[src/hdl/tilemap_pkg.sv]
// ====================
// tilemap package
// renderer states, video timing constants
// and bus widths shared by the scroll layer
// ====================
package tilemap_pkg;

    // line renderer FSM
    typedef enum logic [2:0] {
        idle,       // waiting for start
        map_code,   // tile code read from VRAM
        map_attr,   // tile attribute read from VRAM
        rom_req,    // graphics address setup
        rom_wait,   // graphics word read
        unpack,     // 8 pixels out to the line buffer
        line_done   // line complete
    } render_state_t;

    // horizontal timing in pixels
    localparam int h_visible = 384;
    localparam int h_total   = 512;

    // clocks per pixel
    localparam int pixel_div = 4;

    // line buffer entry of palette nibble over colour nibble
    localparam int pixel_w = 8;
    localparam int buf_aw  = 9;

    // external memory address widths
    localparam int vram_aw = 24;
    localparam int rom_aw  = 23;

endpackage

[src/hdl/video_timing.sv]
// ====================
// video timing
// pixel enable, beam counters, render start
// and line buffer scan-out
// ====================
module video_timing import tilemap_pkg::*; #(
    parameter int v_visible = 224,
    parameter int v_total   = 262
) (
    input  logic       clk,
    input  logic       rst,
    input  logic       render_done,
    output logic       pxl_cen,
    output logic [8:0] hcnt,
    output logic [8:0] vcnt,
    output logic       render_start,
    output logic [8:0] render_v,
    output logic       swap,
    output logic [8:0] rd_addr,
    output logic       pixel_valid,
    output logic [8:0] pixel_h,
    output logic [8:0] pixel_v
);

    localparam int cen_w = $clog2(pixel_div);
    localparam logic [cen_w-1:0] cen_last = cen_w'(pixel_div - 1);
    localparam logic [8:0] h_last = 9'(h_total - 1);
    localparam logic [8:0] v_last = 9'(v_total - 1);

    logic [cen_w-1:0] cen_cnt;
    logic             running;      // first frame after reset is dark
    logic             busy;         // renderer still drawing
    logic             line_start;
    logic             vis_q;
    logic [8:0]       v_q;

    always_ff @(posedge clk or posedge rst) begin
        if (rst) begin
            cen_cnt <= '0;
            pxl_cen <= 1'b0;
        end else begin
            cen_cnt <= cen_cnt == cen_last ? '0 : cen_cnt + 1'b1;
            pxl_cen <= cen_cnt == cen_last;
        end
    end

    always_ff @(posedge clk or posedge rst) begin
        if (rst) begin
            hcnt    <= 9'd0;
            vcnt    <= 9'd0;
            running <= 1'b0;
        end else if (pxl_cen) begin
            if (hcnt == h_last) begin
                hcnt <= 9'd0;
                if (vcnt == v_last) begin
                    vcnt    <= 9'd0;
                    running <= 1'b1;
                end else begin
                    vcnt <= vcnt + 9'd1;
                end
            end else begin
                hcnt <= hcnt + 9'd1;
            end
        end
    end

    assign line_start   = pxl_cen && running && hcnt == 9'd0;
    assign swap         = line_start;
    assign render_start = line_start && !busy;      // never restart mid-line
    assign render_v     = vcnt == v_last ? 9'd0 : vcnt + 9'd1;

    always_ff @(posedge clk or posedge rst) begin
        if (rst) begin
            busy <= 1'b0;
        end else if (render_start) begin
            busy <= 1'b1;
        end else if (render_done) begin
            busy <= 1'b0;
        end
    end

    // read address, then output one clock later with the buffer data
    always_ff @(posedge clk or posedge rst) begin
        if (rst) begin
            rd_addr     <= 9'd0;
            v_q         <= 9'd0;
            vis_q       <= 1'b0;
            pixel_valid <= 1'b0;
            pixel_h     <= 9'd0;
            pixel_v     <= 9'd0;
        end else begin
            if (pxl_cen) begin
                rd_addr <= hcnt;
                v_q     <= vcnt;
            end
            vis_q       <= pxl_cen && running && hcnt < 9'(h_visible)
                           && vcnt < 9'(v_visible);
            pixel_valid <= vis_q;
            pixel_h     <= rd_addr;
            pixel_v     <= v_q;
        end
    end

endmodule

[config.mk]
export PLATFORM = sky130hd
export DESIGN_NAME = video_timing
export DESIGN_NICKNAME = d
export VERILOG_FILES = /design/src/hdl/tilemap_pkg.sv /design/src/hdl/video_timing.sv
export SDC_FILE = /design/constraint.sdc
export NUM_CORES = 1
export LEC_CHECK = 0
export ABC_AREA = 1
export BUFFER_PORTS_ARGS = -buffer_cell sky130_fd_sc_hd__buf_2
export CORE_MARGIN = 3
export CORE_UTILIZATION = 52
export CTS_CLUSTER_DIAMETER = 30
export DETAILED_ROUTE_END_ITERATION = 16
export HOLD_SLACK_MARGIN = 0.05
export PLACE_DENSITY = 0.78
export SETUP_SLACK_MARGIN = 0.3
export SYNTH_ARGS = -nofsm -noshare
export SYNTH_HDL_FRONTEND = slang
export SYNTH_SLANG_ARGS = --single-unit
[constraint.sdc]
create_clock -name clk -period 2.2 [get_ports clk]
set_input_delay 0.55 -clock clk [delete_from_list [all_inputs] [get_ports clk]]
set_output_delay 0.55 -clock clk [all_outputs]
set_load 0.05 [all_outputs]
==> results.toml <==
[worst_setup_path]
path_class = "reg -> out"
worstSetupEndpointType = "output port"
worst-path-max-fanout = 4
cp_slowest_stage_delay_ns = 0.45
crit_start = "vcnt[1]"
r2r_end = "hcnt[0]"
crit_slowest_cell = "dfrtp_2"
cp-start-kind = "flip-flop"
r2r_cells = 14
cp.arrival_ns = 1.66
crit_path_end = "render_v[3]"
cp.required_ns = 1.65
rrSetupSlack_ns = 0.20
r2r-start = "hcnt[0]"
path_cells = "inv_2, ha_4, nand2_4, nor2_4, nand3b_1, and2_4, buf_8"

[drt]
wl_per_cell_um = 18.60
drt_drc_violations_left = 0
vias_per_cell = 5.646
drtIter0Drc = 299
drt-total-wl_um = 7941
ant_nets = 0
vias = 2411
first_pass_iters = 5

[placement]
gp_congestion = 0.8607
dp_hpwl_um = 3840
numPortBuffers = 60
pre_cts_ws_ns = 0.2322
placed_cell_area_sq_mm = 0.002982

[run_status]
status = "finished with violations"
violations = "negative setup slack"

[finish]
final_area_sq_mm = 0.003761
fill_cells = 223
nNetsFinal = 379
area_delta_synth_final_pct = 50.00
drive_above_1_share_pct = 49.87
diodes = 0

[synthesis]
synth_edf_count = 0
synth_fp_nets = 273
syn_inst = 264
yosysUniqueCellTypes = 30
netlist_area_sq_mm = 0.002507
seq_area_frac_synth_pct = 60.88
synth_seq_cells = 61
async_flop_share_pct = 100.0
syn_area_per_cell_sq_um = 9.498
ys.flop_type = "dfrtp_1"
yosys_warnings = 0

[sta]
fin_ws_ns = -0.01015
setup_tns_ns = -0.01015
fmax_mhz = 452.5
fin_crit_ns = 2.210
rsz0062_at_grt = "true"
tightest_slew_ns = 0.5298
fin_hold_ws_ns = 0.2481
setup_viol = 1
finalHoldViolCount = 0
min_period_over_period_pct = 100.5
drv_slew = 0
slew-limit-headroom_pct = 64.61
fin_skew_ns = 0.008539

[floorplan]
ios = 61
design.core.area_sq_mm = 0.004504
dieArea_sq_mm = 0.005691
fp-row-count = 24
die_h_um = 75.44
start_util_pct = 55.67
dieWidth_um = 75.44

[global_routing]
grt_pass1_wl_um = 10880
grtUsageTotal_pct = 26.01
grt_pass1_vias = 2270
grt_max_degree = 31
grt.overflow.total = 0
antenna_found_initial = 0

[clocking]
cts_sinks = 61
cts-root-buf = "clkbuf_8"
path_clk_slew_ns = 0.07
clockBufferDepth = 2
clk_latency_ns = 0.34
cts_buffers = 9
cts_tree = "built"
cts_max_level = 3

[power_and_ir_drop]
powerDensity_mw_per_mm2 = 627.6
switching_power_uw = 450.1
ir_worst_vdd_uv = 603.5
power.total_uw = 2361
p_comb_share_pct = 1.2
seqPwrFrac_pct = 47.5
p_int_uw = 1911
p_leak_uw = 0.001950
swShare_pct = 19.07
p_clk_share_pct = 51.3

[hold_path]
holdCritPathClass = "in -> async"

[flow_run]
drv_cap = 0
==> state kept, by name (all words and copies together) (netlist names), 2 cells and up <==
name and cells:
hcnt 9, pixel_h 9, pixel_v 9, rd_addr 9, v_q 9, vcnt 9, cen_cnt 2
==> power by group through the flow <==
stage	registers (uW)	logic (uW)	clock network (uW)
2_1_floorplan	1140	16.7	0
6_report	1120	29.1	1210
5_1_grt	1120	33.5	1260
3_5_place_dp	1140	30.5	0
4_1_cts	1120	30.7	1210
3_3_place_gp	1140	30.1	0
==> synthesized netlist by cell type, types with 2 or more instances <==
cell       n  area share, %
buf_4      3           0.90
inv_2      5           0.75
nand2_2    5            1.2
o21ai_1   17            3.4
nor2_4     2           0.90
o21ai_0    2           0.40
nor3_1     3           0.60
buf_2      4           0.80
nand3b_1   2           0.60
dfrtp_1   61             61
nand4_1    7            1.7
and2_1     2           0.50
nor2_1    28            4.2
a21oi_1    3           0.60
ha_1       6            3.0
nand3_1    8            1.6
nand2_1   68             10
inv_1     26            3.9
==> per-layer routing <==
layer,vias up,wire (um),track usage [%]
met5,-,0,0
met4,0,305,14.56
met3,39,720,3.826
met2,179,4042,42.47
met1,1152,2872,33.22
li1,1041,-,-
==> what timing repair did <==
action,4_1_cts,5_1_grt
gates resized for setup,44,35
cloned,1,0
hold buffers,0,0
pin swaps,11,16
endpoints found under the setup margin,14,28
setup buffers,23,13
==> per-stage QoR <==
stage                     utilization, %  std cells
after floorplan                        -        264
after global placement             66.19        374
after detailed placement           66.19        374
after CTS                          78.47        414
after global routing               83.50        427
final                              83.50        427
==> critical path: cells and delay by family (launching register included) <==
kind,cells,cell delay (ns)
buffers and inverters,2,0.23
flip-flops,1,0.45
adder cells (fa/ha/maj),1,0.14
AND/OR/NAND/NOR,4,0.50
==> cells in the final DEF (no fill, tap or decap), drive strengths merged, types with 2 or more instances in the layout <==
master and count:
inv 27, clkinv 2, and2 3, a21oi 3
or2 2, o21ai 20, clkinvlp 5, nand4 7
buf 101, nand2 73, nor3 3, nand3b 2
dfrtp 61, nor2 31, clkbuf 12, ha 6
nand3 8, bufinv 3
==> worst min path at each step <==
stage          startpoint          end  slack, ns  cells past startpoint
2_1_floorplan       vis_q  pixel_valid       0.33                      0
3_3_place_gp        vis_q  pixel_valid       0.35                      0
3_5_place_dp        vis_q  pixel_valid       0.35                      0
4_1_cts               rst       v_q[5]       0.25                      2
5_1_grt               rst       v_q[7]       0.27                      2
6_report              rst       v_q[7]       0.25                      2
==> logic make-up after synthesis <==
| logic type | share of synthesized area, % |
|---|---|
| simple gates | 23.40 |
| compound gates | 5.589 |
| xor+xnor | 0.6489 |
| buf+inv | 6.487 |
| fa+ha+maj | 2.994 |
| flops | 60.88 |
==> area by class of cell <==
class | instances | area, sq um | share of cell area [%]
sequential | 61 | 1544 | 41.05
multi-input combinational | 164 | 1001 | 26.61
timing repair buffer | 101 | 758.2 | 20.16
clock buffer | 12 | 145.1 | 3.859
inverter | 32 | 145.1 | 3.859
clock inverter | 4 | 95.09 | 2.528
tap | 52 | 65.06 | 1.730
timing repair inverter | 1 | 7.507 | 0.1996
Note: power is estimated with default switching activity, not from simulation.
